==> src/common/ldpc_ibuf_consts.svh <==
// widths, lane counts and block length of the LLR input buffer
// shared by the package, the RTL and the testbench

`ifndef LDPC_IBUF_CONSTS_SVH
`define LDPC_IBUF_CONSTS_SVH

// --------------------
// LLR word layout
// --------------------
`define LLR_W          5   // bits per signed LLR
`define LLR_BY_CYCLE   2   // LLRs packed in one RAM word
`define NODE_BY_CYCLE  2   // node lanes, one RAM each

// --------------------
// addressing and tags
// --------------------
`define ADDR_W         4   // word address inside one bank
`define TAG_W          8   // block tag

// words per codeword, one full bank by default
`define BLOCK_LEN      (1 << `ADDR_W)

`endif

==> src/common/ldpc_ibuf_pkg.sv <==
// LLR and tag types, fetch engine states

package ldpc_ibuf_pkg;

  `include "ldpc_ibuf_consts.svh"

  // --------------------
  // payload types
  // --------------------

  // one channel LLR, two's complement
  typedef logic signed [`LLR_W-1:0] llr_t;

  // block tag, travels from the writer to the stream out
  typedef logic [`TAG_W-1:0] tag_t;

  // --------------------
  // fetch FSM
  // --------------------

  typedef enum logic [1:0] {
    IDLE  = 2'd0,  // waiting for a full bank
    READ  = 2'd1,  // issuing addresses
    DRAIN = 2'd2   // last words still in the RAM pipe
  } fetch_state_t;

endpackage

==> src/ibuffer/codec_buffer_nD_slogic.sv <==
// bank pointers and full-bank count of the ping-pong buffer
// with the any/all empty and full flags

`timescale 1ns/100ps

module codec_buffer_nD_slogic (
  input  logic iclk,
  input  logic rst_n,
  input  logic iclkena,
  // write side
  input  logic wfull,      // writer hands over its bank
  output logic b_wused,    // bank being written
  // read side
  input  logic rempty,     // reader releases its bank
  output logic b_rused,    // bank being read
  // status
  output logic empty_any,  // at least one bank free
  output logic empty_all,  // both banks free
  output logic full_any,   // at least one bank ready to read
  output logic full_all    // both banks ready, writer must wait
);

  logic [1:0] full_cnt;  // banks holding a codeword, 0..2

  logic do_wfull;
  logic do_rempty;

  assign do_wfull  = iclkena & wfull;
  assign do_rempty = iclkena & rempty;

  // --------------------
  // pointers and count
  // --------------------

  always_ff @(posedge iclk) begin
    if (!rst_n) begin
      b_wused  <= 1'b0;
      b_rused  <= 1'b0;
      full_cnt <= 2'd0;
    end else begin
      if (do_wfull) begin
        b_wused <= ~b_wused;  // next bank for the writer
      end
      if (do_rempty) begin
        b_rused <= ~b_rused;
      end
      // both at once leave the count alone
      case ({do_wfull, do_rempty})
        2'b10:   full_cnt <= full_cnt + 2'd1;
        2'b01:   full_cnt <= full_cnt - 2'd1;
        default: full_cnt <= full_cnt;
      endcase
    end
  end

  // --------------------
  // flags
  // --------------------

  assign empty_any = (full_cnt < 2'd2);
  assign empty_all = (full_cnt == 2'd0);
  assign full_any  = (full_cnt != 2'd0);
  assign full_all  = (full_cnt == 2'd2);

  // writer may not overrun both banks, reader may not release a free one
  a_no_wfull_when_full: assert property (
    @(posedge iclk) disable iff (!rst_n)
    (iclkena && wfull) |-> (full_cnt != 2'd2)
  ) else $error("wfull while both banks are full");

  a_no_rempty_when_empty: assert property (
    @(posedge iclk) disable iff (!rst_n)
    (iclkena && rempty) |-> (full_cnt != 2'd0)
  ) else $error("rempty while no bank is full");

endmodule

==> src/ibuffer/codec_mem_block.sv <==
// simple dual-port register RAM, two-cycle read
// registered read address followed by an output register

`timescale 1ns/100ps

module codec_mem_block #(
  parameter int ADDR_W = 5,
  parameter int DAT_W  = 10
) (
  input  logic              iclk,
  input  logic              rst_n,
  input  logic              iclkena,
  // write port
  input  logic              write,
  input  logic [ADDR_W-1:0] waddr,
  input  logic [DAT_W-1:0]  wdat,
  // read port
  input  logic [ADDR_W-1:0] raddr,
  output logic [DAT_W-1:0]  rdat
);

  localparam int DEPTH = 1 << ADDR_W;

  logic [DAT_W-1:0]  mem [DEPTH];
  logic [ADDR_W-1:0] raddr_q;  // read stage 1

  // --------------------
  // write port
  // --------------------

  always_ff @(posedge iclk) begin
    if (iclkena && write) begin
      mem[waddr] <= wdat;
    end
  end

  // --------------------
  // read pipeline
  // --------------------

  always_ff @(posedge iclk) begin
    if (iclkena) begin
      raddr_q <= raddr;  // address register
    end
  end

  // array read after the address stage, so last cycle's write is seen
  always_ff @(posedge iclk) begin
    if (!rst_n) begin
      rdat <= '0;
    end else if (iclkena) begin
      rdat <= mem[raddr_q];  // read stage 2
    end
  end

endmodule

==> src/ibuffer/ldpc_dec_ibuffer.sv <==
// two-bank LLR input buffer: bank state logic, one RAM per node lane
// and a two-entry tag store

`timescale 1ns/100ps

`include "ldpc_ibuf_consts.svh"

module ldpc_dec_ibuffer #(
  parameter int LLR_W         = `LLR_W,
  parameter int LLR_BY_CYCLE  = `LLR_BY_CYCLE,
  parameter int NODE_BY_CYCLE = `NODE_BY_CYCLE,
  parameter int ADDR_W        = `ADDR_W
) (
  input  logic                     iclk,
  input  logic                     rst_n,
  input  logic                     iclkena,
  // write side
  input  logic [NODE_BY_CYCLE-1:0] write,  // per lane strobe
  input  logic                     wfull,
  input  logic [ADDR_W-1:0]        waddr,
  input  ldpc_ibuf_pkg::llr_t      wllr [LLR_BY_CYCLE],
  input  ldpc_ibuf_pkg::tag_t      wtag,
  // read side
  input  logic                     rempty,
  input  logic [ADDR_W-1:0]        raddr,
  output ldpc_ibuf_pkg::llr_t      rllr [LLR_BY_CYCLE][NODE_BY_CYCLE],
  output ldpc_ibuf_pkg::tag_t      rtag,
  // status
  output logic                     empty_any,
  output logic                     empty_all,
  output logic                     full_any,
  output logic                     full_all
);

  import ldpc_ibuf_pkg::*;

  localparam int MEM_ADDR_W = ADDR_W + 1;            // bank bit on top
  localparam int MEM_DAT_W  = LLR_BY_CYCLE * LLR_W;

  logic b_wused;
  logic b_rused;

  // --------------------
  // bank state
  // --------------------

  codec_buffer_nD_slogic slogic_i (
    .iclk      (iclk),
    .rst_n     (rst_n),
    .iclkena   (iclkena),
    .wfull     (wfull),
    .b_wused   (b_wused),
    .rempty    (rempty),
    .b_rused   (b_rused),
    .empty_any (empty_any),
    .empty_all (empty_all),
    .full_any  (full_any),
    .full_all  (full_all)
  );

  // --------------------
  // LLR RAMs
  // --------------------

  logic [MEM_DAT_W-1:0] mem_wdat;
  logic [MEM_DAT_W-1:0] mem_rdat [NODE_BY_CYCLE];

  // pack on write, unpack per lane on read
  always_comb begin
    for (int l = 0; l < LLR_BY_CYCLE; l++) begin
      mem_wdat[l*LLR_W +: LLR_W] = wllr[l];
      for (int n = 0; n < NODE_BY_CYCLE; n++) begin
        rllr[l][n] = mem_rdat[n][l*LLR_W +: LLR_W];
      end
    end
  end

  for (genvar gn = 0; gn < NODE_BY_CYCLE; gn++) begin : g_lane
    codec_mem_block #(
      .ADDR_W (MEM_ADDR_W),
      .DAT_W  (MEM_DAT_W)
    ) mem_i (
      .iclk    (iclk),
      .rst_n   (rst_n),
      .iclkena (iclkena),
      .write   (write[gn]),
      .waddr   ({b_wused, waddr}),  // writer owns one bank
      .wdat    (mem_wdat),
      .raddr   ({b_rused, raddr}),  // reader the other
      .rdat    (mem_rdat[gn])
    );
  end

  // --------------------
  // tag store
  // --------------------

  tag_t tag_ram [2];  // one tag per bank

  always_ff @(posedge iclk) begin
    if (iclkena && wfull) begin
      tag_ram[b_wused] <= wtag;  // tag lands with the bank handover
    end
  end

  assign rtag = tag_ram[b_rused];  // comb, follows the read bank

endmodule

==> src/design/ldpc_dec_fetch.sv <==
// fetch engine that reads each full bank in address order, aligns the strobes
// to the two-cycle RAM read and releases the bank on the last word

`timescale 1ns/100ps

`include "ldpc_ibuf_consts.svh"

module ldpc_dec_fetch (
  input  logic                iclk,
  input  logic                rst_n,
  input  logic                iclkena,
  // buffer read side
  input  logic                full_any,
  output logic [`ADDR_W-1:0]  raddr,
  output logic                rempty,
  input  ldpc_ibuf_pkg::llr_t rllr [`LLR_BY_CYCLE][`NODE_BY_CYCLE],
  input  ldpc_ibuf_pkg::tag_t rtag,
  // stream out
  output ldpc_ibuf_pkg::llr_t llr [`LLR_BY_CYCLE][`NODE_BY_CYCLE],
  output logic                llr_val,
  output logic                llr_sop,
  output logic                llr_eop,
  output ldpc_ibuf_pkg::tag_t llr_tag
);

  import ldpc_ibuf_pkg::*;

  localparam logic [`ADDR_W-1:0] LAST_ADDR = `ADDR_W'(`BLOCK_LEN - 1);

  fetch_state_t       state;
  logic [`ADDR_W-1:0] addr_cnt;
  logic               issue;      // address goes out this cycle
  logic               start;      // first address of a block
  logic               addr_last;
  logic [1:0]         val_pipe;   // matches RAM latency
  logic [1:0]         sop_pipe;
  logic [1:0]         eop_pipe;
  tag_t               tag_q;

  // --------------------
  // FSM and address counter
  // --------------------

  assign start     = (state == IDLE) && full_any;  // addr 0 issued in IDLE
  assign issue     = start || (state == READ);
  assign addr_last = (addr_cnt == LAST_ADDR);
  assign raddr     = addr_cnt;                      // 0 while idle

  always_ff @(posedge iclk) begin
    if (!rst_n) begin
      state    <= IDLE;
      addr_cnt <= '0;
    end else if (iclkena) begin
      if (issue) begin
        addr_cnt <= addr_last ? '0 : addr_cnt + 1'b1;
      end
      case (state)
        IDLE: begin
          if (full_any) begin
            state <= addr_last ? DRAIN : READ;  // one-word block goes straight on
          end
        end
        READ: begin
          if (addr_last) begin
            state <= DRAIN;
          end
        end
        DRAIN: begin
          if (eop_pipe[1]) begin
            state <= IDLE;  // bank released this cycle
          end
        end
        default: state <= IDLE;
      endcase
    end
  end

  // --------------------
  // strobe alignment
  // --------------------

  always_ff @(posedge iclk) begin
    if (!rst_n) begin
      val_pipe <= '0;
      sop_pipe <= '0;
      eop_pipe <= '0;
    end else if (iclkena) begin
      val_pipe <= {val_pipe[0], issue};
      sop_pipe <= {sop_pipe[0], start};
      eop_pipe <= {eop_pipe[0], issue & addr_last};
    end
  end

  // tag fixed for the whole block
  always_ff @(posedge iclk) begin
    if (iclkena && start) begin
      tag_q <= rtag;
    end
  end

  assign llr     = rllr;  // RAM output already two cycles behind raddr
  assign llr_val = val_pipe[1];
  assign llr_sop = sop_pipe[1];
  assign llr_eop = eop_pipe[1];
  assign llr_tag = tag_q;
  assign rempty  = eop_pipe[1];  // frees the bank with the last word

  // frame strobes only on valid words of a bank still held full
  a_strobe_with_val: assert property (
    @(posedge iclk) disable iff (!rst_n)
    (llr_sop || llr_eop) |-> (llr_val && full_any)
  ) else $error("llr_sop or llr_eop without llr_val or without a full bank");

endmodule

==> src/design/ldpc_ibuf_top.sv <==
// LDPC decoder input side: ping-pong LLR buffer feeding the fetch engine

`timescale 1ns/100ps

`include "ldpc_ibuf_consts.svh"

module ldpc_ibuf_top (
  input  logic                      iclk,
  input  logic                      rst_n,
  input  logic                      clkena,     // global enable, only back-pressure
  // channel writer
  input  logic [`NODE_BY_CYCLE-1:0] write,
  input  logic                      wfull,
  input  logic [`ADDR_W-1:0]        waddr,
  input  ldpc_ibuf_pkg::llr_t       wllr [`LLR_BY_CYCLE],
  input  ldpc_ibuf_pkg::tag_t       wtag,
  // LLR stream
  output ldpc_ibuf_pkg::llr_t       llr [`LLR_BY_CYCLE][`NODE_BY_CYCLE],
  output logic                      llr_val,
  output logic                      llr_sop,
  output logic                      llr_eop,
  output ldpc_ibuf_pkg::tag_t       llr_tag,
  // status
  output logic                      buf_empty,  // both banks free
  output logic                      buf_full    // both banks waiting
);

  import ldpc_ibuf_pkg::*;

  // buffer to fetch
  logic               full_any;
  logic               rempty;
  logic [`ADDR_W-1:0] raddr;
  llr_t               rllr [`LLR_BY_CYCLE][`NODE_BY_CYCLE];
  tag_t               rtag;

  ldpc_dec_ibuffer ibuffer_i (
    .iclk      (iclk),
    .rst_n     (rst_n),
    .iclkena   (clkena),
    .write     (write),
    .wfull     (wfull),
    .waddr     (waddr),
    .wllr      (wllr),
    .wtag      (wtag),
    .rempty    (rempty),
    .raddr     (raddr),
    .rllr      (rllr),
    .rtag      (rtag),
    .empty_any (),
    .empty_all (buf_empty),
    .full_any  (full_any),
    .full_all  (buf_full)
  );

  ldpc_dec_fetch fetch_i (
    .iclk     (iclk),
    .rst_n    (rst_n),
    .iclkena  (clkena),
    .full_any (full_any),
    .raddr    (raddr),
    .rempty   (rempty),
    .rllr     (rllr),
    .rtag     (rtag),
    .llr      (llr),
    .llr_val  (llr_val),
    .llr_sop  (llr_sop),
    .llr_eop  (llr_eop),
    .llr_tag  (llr_tag)
  );

endmodule

==> config.mk <==
export PLATFORM = sky130hd
export DESIGN_NAME = ldpc_ibuf_top
export DESIGN_NICKNAME = d
export VERILOG_FILES = /design/src/common/ldpc_ibuf_pkg.sv /design/src/ibuffer/codec_buffer_nD_slogic.sv /design/src/ibuffer/codec_mem_block.sv /design/src/ibuffer/ldpc_dec_ibuffer.sv /design/src/design/ldpc_dec_fetch.sv /design/src/design/ldpc_ibuf_top.sv
export VERILOG_INCLUDE_DIRS = /design/src /design/src/common
export SDC_FILE = /design/constraint.sdc
export NUM_CORES = 1
export LEC_CHECK = 0
export BUFFER_PORTS_ARGS = -buffer_cell sky130_fd_sc_hd__buf_2
export CAP_MARGIN = 5
export CORE_UTILIZATION = 40
export DETAILED_ROUTE_END_ITERATION = 8
export SYNTH_ARGS = -nofsm -noshare
export SYNTH_HDL_FRONTEND = slang
export SYNTH_SLANG_ARGS = --single-unit
==> constraint.sdc <==
create_clock -name iclk -period 2.75 [get_ports iclk]
set_input_delay 0.275 -clock iclk [delete_from_list [all_inputs] [get_ports iclk]]
set_output_delay 0.275 -clock iclk [all_outputs]
set_load 0.01 [all_outputs]
==> impl_metrics.tcl, run 1 <==
set metrics [dict create \
    finClkSkew_ns 0.0200 \
    power.total_mw 22.7 \
    grt_usage 0.188 \
    final_nets 1772 \
    cts.path.max_buffers 3 \
    die_y_um 264 \
    register_area_sq_mm 0.0208 \
    clock_latency_ns 0.61 \
    period_needed_ns 2.42 \
    syn-instance-count 1574 \
    cp-end-kind "register" \
    num_rows 95 \
    dr.pass1.iters 5 \
    postCtsSetupRepairBufs 0 \
    worst_pin_slew_ns 1.29 \
    synth_fp_nets 1604 \
    grt_max_degree 71 \
    setup_viol 0 \
    multi_input_comb_area_sq_mm 0.00604 \
    grt_overflow 0 \
    netlist_area_sq_mm 0.0274 \
    hp-start "wfull" \
    timing.critical_path.mode_cell "a21oi_1" \
    cap_violations 0 \
    arrival_ns 2.96 \
    rsz0062_at_grt "false" \
    worstHoldEndpoint "ibuffer_i.slogic_i.b_wused" \
    drt_iter0_markers 1365 \
    worstPathMaxFanout 30 \
    htreeDepth 3 \
    cpMaxStageDelayCell "or4_1" \
    io_pins 61 \
    power-per-cell-area_mw_per_mm2 716 \
    coreArea_sq_mm 0.0675 \
    ir_drop_mv 0.457 \
    dieArea_sq_mm 0.0696 \
    post_drt_wl_per_cell_um 24.4 \
    port-buffer-count 60 \
    syn_area_per_cell_sq_um 17.4 \
    cts_sinks 705 \
    gp_congestion 0.806 \
    drive_above_1_share 0.168 \
    cts_tree "yes" \
    worst_slack_ns 0.329 \
    grt_pass1_wl_um 96800 \
    vias_per_cell 5.49 \
    utilization 0.470 \
    crit_chain "and2_2 > buf_4 > a22oi_1 > a21oi_1 > or4_1 > a21oi_1" \
    worst_hold_path_type "input port to register" \
    cts_root_buffer "clkbuf_16" \
    antenna_found_initial 3 \
    synthTopCellsByCount "edfxtp_1, mux2i_1, a22oi_1, a21oi_1, nor2_1" \
    worst-r2r-setup-slack_ns 0.33 \
    ys_types 35 \
    yosysTopAreaCellShare 0.733 \
    detail-route-antenna-nets 0 \
    regToRegEndpoint "ibuffer_i.g_lane[0].mem_i.rdat[8]" \
    required_ns 3.29 \
    r2r.worst_path.cells 6 \
    maxSlewViolCount 0 \
    critPathLaunchType "register" \
    relSlewSlack 0.142 \
    yosysMostFrequentCell "edfxtp_1" \
    critPathBufInv 1 \
    synthArstFlopShare 0 \
    status "completed" \
    nFillCells 5721 \
    rr_startpoint "ibuffer_i.g_lane[0].mem_i.raddr_q[2]" \
    cts_buffers 72 \
    whs_path_depth 4 \
    fin_crit_sh 0.880 \
    ys_seq_elements 705 \
    cpLargestDelayFamily "simple AND/OR/NAND/NOR gates" \
    setup-tns-final_ns 0 \
    synth_area_leader_cell "edfxtp_1" \
    post-dp-hpwl_um 39600 \
    fmax_ghz 0.413 \
    die-width_um 264 \
    ys_seq_area_frac 0.759 \
    cts_resized 0 \
    yosysWarnings 0 \
    via_count 14659 \
    crit_type "register to register" \
    synth_edf_count 669 \
    ys.flop_type "edfxtp_1" \
    p_leak_nw 10.7 \
    finalWirelength_um 65200 \
    initial_core_util 0.406 \
    dp_slack_ns 0.342 \
    max_stage_delay_ns 0.52 \
    clk_pin_slew_worst_paths_ns 0.06 \
    ctsHoldBuffers 8 \
    grt_pass1_vias 14664 \
    area_delta_synth_final_pct 15.7 \
    drc 0 \
    finalHoldViolCount 0 \
    ys_top_cells_by_area "edfxtp_1, mux2i_1, a22oi_1" \
]
## kinds of logic (layout without fill, tap and decap cells)
kind of cell / Yosys count / in the layout / share of synthesized area
xor gates and xnor gates: 4 / 4 / 0.00128
adders and majority gates: 2 / 2 / 0.000913
buffers and inverters: 95 / 317 / 0.0213
muxes: 333 / 333 / 0.122
other: 0 / 1 / 0
AOI/OAI and AO/OA: 292 / 292 / 0.0687
and+or+nand+nor: 143 / 143 / 0.0266
DFF: 705 / 705 / 0.759
## registers in the layout (all words and copies together) (netlist names)
name                            flops
fetch_i.eop_pipe                    2
fetch_i.llr_tag                     8
fetch_i.raddr                       4
fetch_i.sop_pipe                    2
fetch_i.state                       2
fetch_i.val_pipe                    2
ibuffer_i.g_lane.mem_i.mem        640
ibuffer_i.g_lane.mem_i.raddr_q      5
ibuffer_i.g_lane.mem_i.rdat        20
ibuffer_i.slogic_i.b_rused          1
ibuffer_i.slogic_i.b_wused          1
ibuffer_i.slogic_i.full_cnt         2
ibuffer_i.tag_ram                  16
## routing by layer
layer / GRT usage / vias up / routed length [um]
met1: 0.269 / 7491 / 29500
met2: 0.293 / 466 / 30100
li1: - / 6607 / -
met3: 0.0344 / 91 / 4110
met4: 0.0561 / 4 / 1480
met5: 0 / - / 18
## worst max-delay path by stage
stage,cells past startpoint,startpoint,slack [ns],endpoint
2_1_floorplan,4,clkena,0.74,ibuffer_i.g_lane[0].mem_i.mem[15][0]
3_3_place_gp,6,ibuffer_i.g_lane[0].mem_i.raddr_q[2],0.37,ibuffer_i.g_lane[0].mem_i.rdat[8]
3_5_place_dp,6,ibuffer_i.g_lane[0].mem_i.raddr_q[2],0.34,ibuffer_i.g_lane[0].mem_i.rdat[8]
4_1_cts,6,ibuffer_i.g_lane[0].mem_i.raddr_q[2],0.32,ibuffer_i.g_lane[0].mem_i.rdat[8]
5_1_grt,8,ibuffer_i.g_lane[0].mem_i.raddr_q[0],0.17,ibuffer_i.g_lane[0].mem_i.rdat[4]
6_report,6,ibuffer_i.g_lane[0].mem_i.raddr_q[2],0.33,ibuffer_i.g_lane[0].mem_i.rdat[8]
## cell usage in the layout (no fill, tap or decap), types with 2 or more instances in the layout
master / netlist / routed
o21ai_0: 24 / 24
a21oi_1: 100 / 100
a22oi_1: 160 / 160
clkinvlp_4: 0 / 2
or3_1: 2 / 2
buf_12: 1 / 13
or3b_2: 2 / 2
nor3_1: 2 / 2
nor2b_1: 14 / 12
o21a_1: 3 / 3
xnor2_1: 4 / 4
ha_1: 2 / 2
buf_2: 0 / 60
nand3_1: 5 / 5
and2_1: 5 / 4
nand2b_1: 4 / 4
or4_1: 20 / 20
nand3b_1: 3 / 3
nand2_1: 8 / 8
clkinv_4: 0 / 2
nand4_1: 2 / 2
bufinv_16: 0 / 5
dfxtp_1: 36 / 36
clkinv_1: 0 / 11
mux2_2: 8 / 8
inv_6: 0 / 2
nor2b_4: 0 / 2
edfxtp_1: 669 / 669
clkbuf_16: 0 / 76
and3_1: 5 / 5
clkbuf_1: 53 / 12
nor2_1: 69 / 68
buf_4: 14 / 108
clkinv_2: 0 / 14
a21boi_0: 3 / 3
dlygate4sd3_1: 0 / 8
mux2i_1: 325 / 325
clkbuf_8: 0 / 3
## worst register-to-register path, cell delays in order (launching register included)
cell      delay, ns
edfxtp_1       0.49
and2_2         0.35
buf_4          0.30
a22oi_1        0.35
a21oi_1        0.18
or4_1          0.52
a21oi_1        0.16
## report_power, final
group / internal [mW] / switching, mW / leakage, nW
Sequential: 11.8 / 0.0676 / 6.33
Clock: 5.59 / 3.97 / 1.14
Combinational: 0.468 / 0.786 / 3.27
Total: 17.9 / 4.82 / 10.7
## through the flow
stage	hold slack, ns	area, sq um	instances
after floorplan	0.374	27400	1574
after global placement	0.469	29300	2533
after detailed placement	0.475	29300	2533
after CTS	0.0939	31700	2669
after global routing	0.163	31700	2669
final	0.127	31700	2670
## final cells by class
class                      count  share of cell area
antenna                        1           0.0000789
clock buffer                  91              0.0627
clock inverter                37              0.0103
multi-input combinational    774               0.190
sequential                   705               0.656
tap                          873              0.0344
timing repair buffer         189              0.0458
Note: power is estimated with default switching activity, not from simulation.
==> run 2, diff against run 1 <==
- ABC_CLOCK_PERIOD_IN_PS: unset -> 2750
- SYNTH_HIERARCHICAL: unset -> 1
==> impl_metrics.tcl, run 2 <==
set metrics [dict create \
    ir_drop_mv 0.550 \
    synthTopCellsByCount "edfxtp_1, mux2i_1, a22oi_1, a21oi_1, nor2_1" \
    finClkSkew_ns 0.0239 \
    maxSlewViolCount 0 \
    syn-instance-count 1616 \
    r2r.worst_path.cells 7 \
    post-dp-hpwl_um 40700 \
    hp-start "rst_n" \
    ys.flop_type "edfxtp_1" \
    grt_overflow 0 \
    p_clk_frac 0.411 \
    initial_core_util 0.406 \
    grt_max_degree 74 \
    gp_congestion 0.811 \
    worst-r2r-setup-slack_ns 0.31 \
    switching_share 0.216 \
    grt_pass1_wl_um 97300 \
    synth_area_leader_cell "edfxtp_1" \
    yosysWarnings 6 \
    comb_power_share 0.059 \
    ys_top_cells_by_area "edfxtp_1, mux2i_1, a22oi_1" \
    power_switching_mw 4.88 \
    detail-route-antenna-nets 0 \
    finalHoldViolCount 0 \
    die-width_um 266 \
    netlist_area_sq_mm 0.0279 \
    largest_register "ibuffer_i/g_lane.mem_i/mem" \
    clock_latency_ns 0.62 \
    synthArstFlopShare 0 \
    cp-end-kind "register" \
    worstPathMaxFanout 48 \
    power-per-cell-area_mw_per_mm2 707 \
    cts_sinks 710 \
    finalWirelength_um 65400 \
    cap_violations 0 \
    final_nets 1797 \
    cts_tree "yes" \
    drive_above_1_share 0.161 \
    p_seq_frac 0.530 \
    mostFrequentLayoutCell "edfxtp_1" \
    grt_usage 0.186 \
    crit_type "register to register" \
    drc 0 \
    setup_viol 0 \
    period_needed_ns 2.44 \
    antenna_found_initial 6 \
    regToRegEndpoint "ibuffer_i/g_lane[0].mem_i/rdat[2]" \
    cts_resized 0 \
    cts.path.max_buffers 3 \
    power.total_mw 22.6 \
    synth_fp_nets 1646 \
    dr.pass1.iters 5 \
    drt_iter0_markers 1383 \
    largest_register_ff_count 640 \
    ys_seq_area_frac 0.752 \
    synth_edf_count 674 \
    syn_area_per_cell_sq_um 17.2 \
    required_ns 3.29 \
    fin_crit_sh 0.886 \
    num_rows 96 \
    diodes 0 \
    area_delta_synth_final_pct 14.8 \
    fmax_ghz 0.411 \
    critPathLaunchType "register" \
    cts_root_buffer "clkbuf_16" \
    clk_pin_slew_worst_paths_ns 0.06 \
    final_cell_mix "edfxtp_1, mux2i_1, a22oi_1" \
    setup-tns-final_ns 0 \
    worst_pin_slew_ns 1.06 \
    grt_pass1_vias 14866 \
    yosysMostFrequentCell "edfxtp_1" \
    reg_top3 "ibuffer_i/g_lane.mem_i/mem x640, ibuffer_i/g_lane.mem_i/rdat x20, ibuffer_i/tag_ram x16" \
    rr_startpoint "ibuffer_i/g_lane[0].mem_i/raddr_q[0]" \
    cts_buffers 70 \
    status "completed" \
    coreArea_sq_mm 0.0687 \
    yosysTopAreaCellShare 0.726 \
    htreeDepth 3 \
    ys_types 38 \
    vias_per_cell 5.44 \
    port-buffer-count 60 \
    io_pins 61 \
    worst_hold_path_type "input port to register" \
    rsz0062_at_grt "false" \
    post_drt_wl_per_cell_um 23.8 \
    ys_seq_elements 710 \
    relSlewSlack 0.289 \
    via_count 14976 \
    worstHoldEndpoint "fetch_i/sop_pipe[0]" \
    dieArea_sq_mm 0.0707 \
    internal-power_mw 17.7 \
    die_y_um 266 \
    arrival_ns 2.98 \
    p_leak_nw 10.8 \
    whs_path_depth 2 \
]
run 2: changes by cell type after synthesis, sizes merged, moves of 5 or more:
cell | before | now
buf | 40 | 65
clkbuf | 55 | 40
nor2b | 14 | 6
nor2 | 69 | 76
a21oi | 100 | 105
edfxtp | 669 | 674
run 2: timing repair:
item | 4_1_cts | 5_1_grt
setup buffers | 0 | 0
endpoints found under the hold margin | 16 | 0
hold buffers | 8 | 0
setup endpoints to repair | 0 | 0
run 2: cells by family after synthesis:
| logic type | synth area share |
|---|---|
| AOI/OAI and AO/OA | 0.0675 |
| xor gates and xnor gates | 0.00126 |
| adders and majority gates | 0.000898 |
| buffers and inverters | 0.0265 |
| DFF | 0.752 |
| muxes | 0.121 |
| and+or+nand+nor | 0.0311 |
run 2: metrics by stage:
step                std cells  instance area, sq um  hold slack, ns  setup WS [ns]   util
floorplan                1616                 27900           0.374          0.836      -
detailed placement       2618                 29700           0.470          0.387  0.432
global route             2752                 32000          0.0137          0.280  0.466
finish                   2752                 32000          0.0211          0.314  0.466
CTS                      2752                 32000         0.00339          0.364  0.466
global placement         2618                 29700           0.460          0.380  0.432
run 2: how the worst max path moves through the flow:
stage	startpoint	end	slack (ns)	cells past startpoint
6_report	ibuffer_i/g_lane[0].mem_i/raddr_q[0]	ibuffer_i/g_lane[0].mem_i/rdat[2]	0.31	7
2_1_floorplan	ibuffer_i/slogic_i/b_wused	ibuffer_i/g_lane[0].mem_i/mem[17][0]	0.84	2
3_5_place_dp	ibuffer_i/g_lane[0].mem_i/raddr_q[0]	ibuffer_i/g_lane[0].mem_i/rdat[2]	0.39	7
4_1_cts	ibuffer_i/g_lane[0].mem_i/raddr_q[0]	ibuffer_i/g_lane[0].mem_i/rdat[2]	0.36	7
3_3_place_gp	ibuffer_i/g_lane[0].mem_i/raddr_q[0]	ibuffer_i/g_lane[0].mem_i/rdat[2]	0.38	7
5_1_grt	ibuffer_i/g_lane[0].mem_i/raddr_q[0]	ibuffer_i/g_lane[0].mem_i/rdat[2]	0.28	7
run 2: cell type report:
| class | count | area (sq um) |
|---|---|---|
| sequential | 710 | 21000 |
| fill | 5885 | 36700 |
| timing repair buffer | 184 | 1440 |
| clock buffer | 93 | 1870 |
| multi-input combinational | 797 | 6190 |
| tap | 931 | 1160 |
| inverter | 4 | 15.0 |
| clock inverter | 33 | 348 |
run 2: critical path: stages (launching register included):
cell,delay (ns)
edfxtp_1,0.38
buf_12,0.21
buf_12,0.33
mux2i_1,0.12
a22oi_1,0.39
a21oi_1,0.24
or4_1,0.53
a21oi_1,0.15
run 2: routing by layer:
layer,track usage,wire length [um],part of all wire
met5,0,55,0.00084
met4,0.0601,1590,0.024
met3,0.0424,5070,0.078
met2,0.287,30100,0.46
met1,0.262,28600,0.44
run 2: power by group through the flow:
| stage | Combinational, mW | Sequential (mW) | Clock (mW) |
|---|---|---|---|
| 6_report | 1.32 | 12.0 | 9.29 |
| 4_1_cts | 1.33 | 12.0 | 9.49 |
| 5_1_grt | 1.42 | 12.0 | 9.89 |
| 2_1_floorplan | 0.821 | 12.2 | 0 |
| 3_5_place_dp | 1.32 | 12.2 | 0 |
| 3_3_place_gp | 1.30 | 12.2 | 0 |
==> run 3, diff against run 2 <==
- CAP_MARGIN: 5 -> unset
- MAX_ROUTING_LAYER: unset -> met4
==> impl_metrics.tcl, run 3 (synthesized netlist as in run 2, its figures left out) <==
set metrics [dict create \
    status "completed" \
    cts_tree "yes" \
    gp_congestion 0.823 \
    ctsHoldBuffers 8 \
    cp-end-kind "register" \
    drt_iter0_markers 1387 \
    p_seq_frac 0.530 \
    required_ns 3.30 \
    power-per-cell-area_mw_per_mm2 707 \
    finalHoldViolCount 0 \
    fin_cells 2756 \
    dp.cells 2618 \
    worst_slack_ns 0.358 \
    io_pins 61 \
    arrival_ns 2.94 \
    cts_resized 0 \
    critPathLaunchType "register" \
    mostFrequentLayoutCell "edfxtp_1" \
    dieArea_sq_mm 0.0707 \
    dp_slack_ns 0.387 \
    dr.pass1.iters 5 \
    area_delta_synth_final_pct 14.8 \
    whs_path_depth 2 \
    register_area_sq_mm 0.0210 \
    fmax_ghz 0.418 \
    clk_pin_slew_worst_paths_ns 0.06 \
    finalWirelength_um 65600 \
    die_y_um 266 \
    r2r.worst_path.cells 7 \
    relSlewSlack 0.292 \
    via_count 14955 \
    worst_pin_slew_ns 1.06 \
    crit_type "register to register" \
    setup_viol 0 \
    utilization 0.466 \
    detail-route-antenna-nets 0 \
    worstPathMaxFanout 48 \
    switching_share 0.217 \
    final_cell_mix "edfxtp_1, mux2i_1, a22oi_1" \
    port-buffer-count 60 \
    worst_hold_path_type "input port to register" \
    post_drt_wl_per_cell_um 23.8 \
    comb_power_share 0.058 \
    p_leak_nw 10.8 \
    reg_top3 "ibuffer_i/g_lane.mem_i/mem x640, ibuffer_i/g_lane.mem_i/rdat x20, ibuffer_i/tag_ram x16" \
    fin_crit_sh 0.870 \
    grt_overflow 0 \
    vias_per_cell 5.43 \
    largest_register "ibuffer_i/g_lane.mem_i/mem" \
    hold_ws_ns 0.0232 \
    multi_input_comb_area_sq_mm 0.00619 \
    grt_pass1_vias 14861 \
    cts.path.max_buffers 3 \
    ir_drop_mv 0.550 \
    rsz0062_at_grt "false" \
    finClkSkew_ns 0.0260 \
    nFillCells 5883 \
    grt_pass1_wl_um 97400 \
    num_rows 96 \
    grt_usage 0.192 \
    largest_register_ff_count 640 \
    antenna_found_initial 7 \
    cts_root_buffer "clkbuf_16" \
    clock_latency_ns 0.62 \
    cts_sinks 710 \
    grt_max_degree 74 \
    coreArea_sq_mm 0.0687 \
    power_switching_mw 4.90 \
    die-width_um 266 \
    setup-tns-final_ns 0 \
    period_needed_ns 2.39 \
    internal-power_mw 17.7 \
    p_clk_frac 0.411 \
    drive_above_1_share 0.161 \
    initial_core_util 0.406 \
    postCtsSetupRepairBufs 0 \
    cts_buffers 70 \
    final_nets 1797 \
    maxSlewViolCount 0 \
    cap_violations 0 \
    drc 0 \
    htreeDepth 3 \
    post-dp-hpwl_um 40700 \
]
## run 3: cell count changes in the layout (fill, tap and decap cells not counted), sizes merged
cell   delta
diode     +4
## run 3: cell type report
cell class / count / area share
flip-flops and latches: 710 / 0.655
multi-input cells: 797 / 0.193
clock buffers: 93 / 0.0584
repair buffers: 184 / 0.0450
well taps: 931 / 0.0364
clock inverters: 33 / 0.0109
inverters: 4 / 0.000469
diodes: 4 / 0.000313
## run 3: per-stage QoR
step           cell area, sq um  total power [mW]
5_1_grt                   32000              23.3
6_report                  32000              22.6
3_5_place_dp              29700              13.5
2_1_floorplan             27900              13.0
4_1_cts                   32000              22.8
3_3_place_gp              29700              13.5
## run 3: critical path, stage by stage, from the launching register on
cell      delay, ns
edfxtp_1       0.38
buf_12         0.21
buf_12         0.35
mux2i_1        0.12
a22oi_1        0.35
a21oi_1        0.22
or4_1          0.53
a21oi_1        0.15
## run 3: path summary, 6_finish.rpt
kind | start | to | slack [ns]
worst min-delay path | rst_n | fetch_i/sop_pipe[0] | 0.02
worst max register to register | ibuffer_i/g_lane[0].mem_i/raddr_q[0] | ibuffer_i/g_lane[0].mem_i/rdat[2] | 0.36
worst min register to register | fetch_i/eop_pipe[0] | fetch_i/eop_pipe[0] | 0.48
worst max-delay path | ibuffer_i/g_lane[0].mem_i/raddr_q[0] | ibuffer_i/g_lane[0].mem_i/rdat[2] | 0.36
## run 3: per-layer routing
layer,GRT usage,part of all wire
met3,0.0405,0.071
met1,0.265,0.45
met4,0.0595,0.023
met5,-,0
met2,0.286,0.46
## run 3: power groups by stage
stage,logic (mW),registers [mW],clock network (mW)
2_1_floorplan,0.821,12.2,0
3_3_place_gp,1.30,12.2,0
3_5_place_dp,1.32,12.2,0
4_1_cts,1.33,12.0,9.49
5_1_grt,1.42,12.0,9.89
6_report,1.32,12.0,9.31
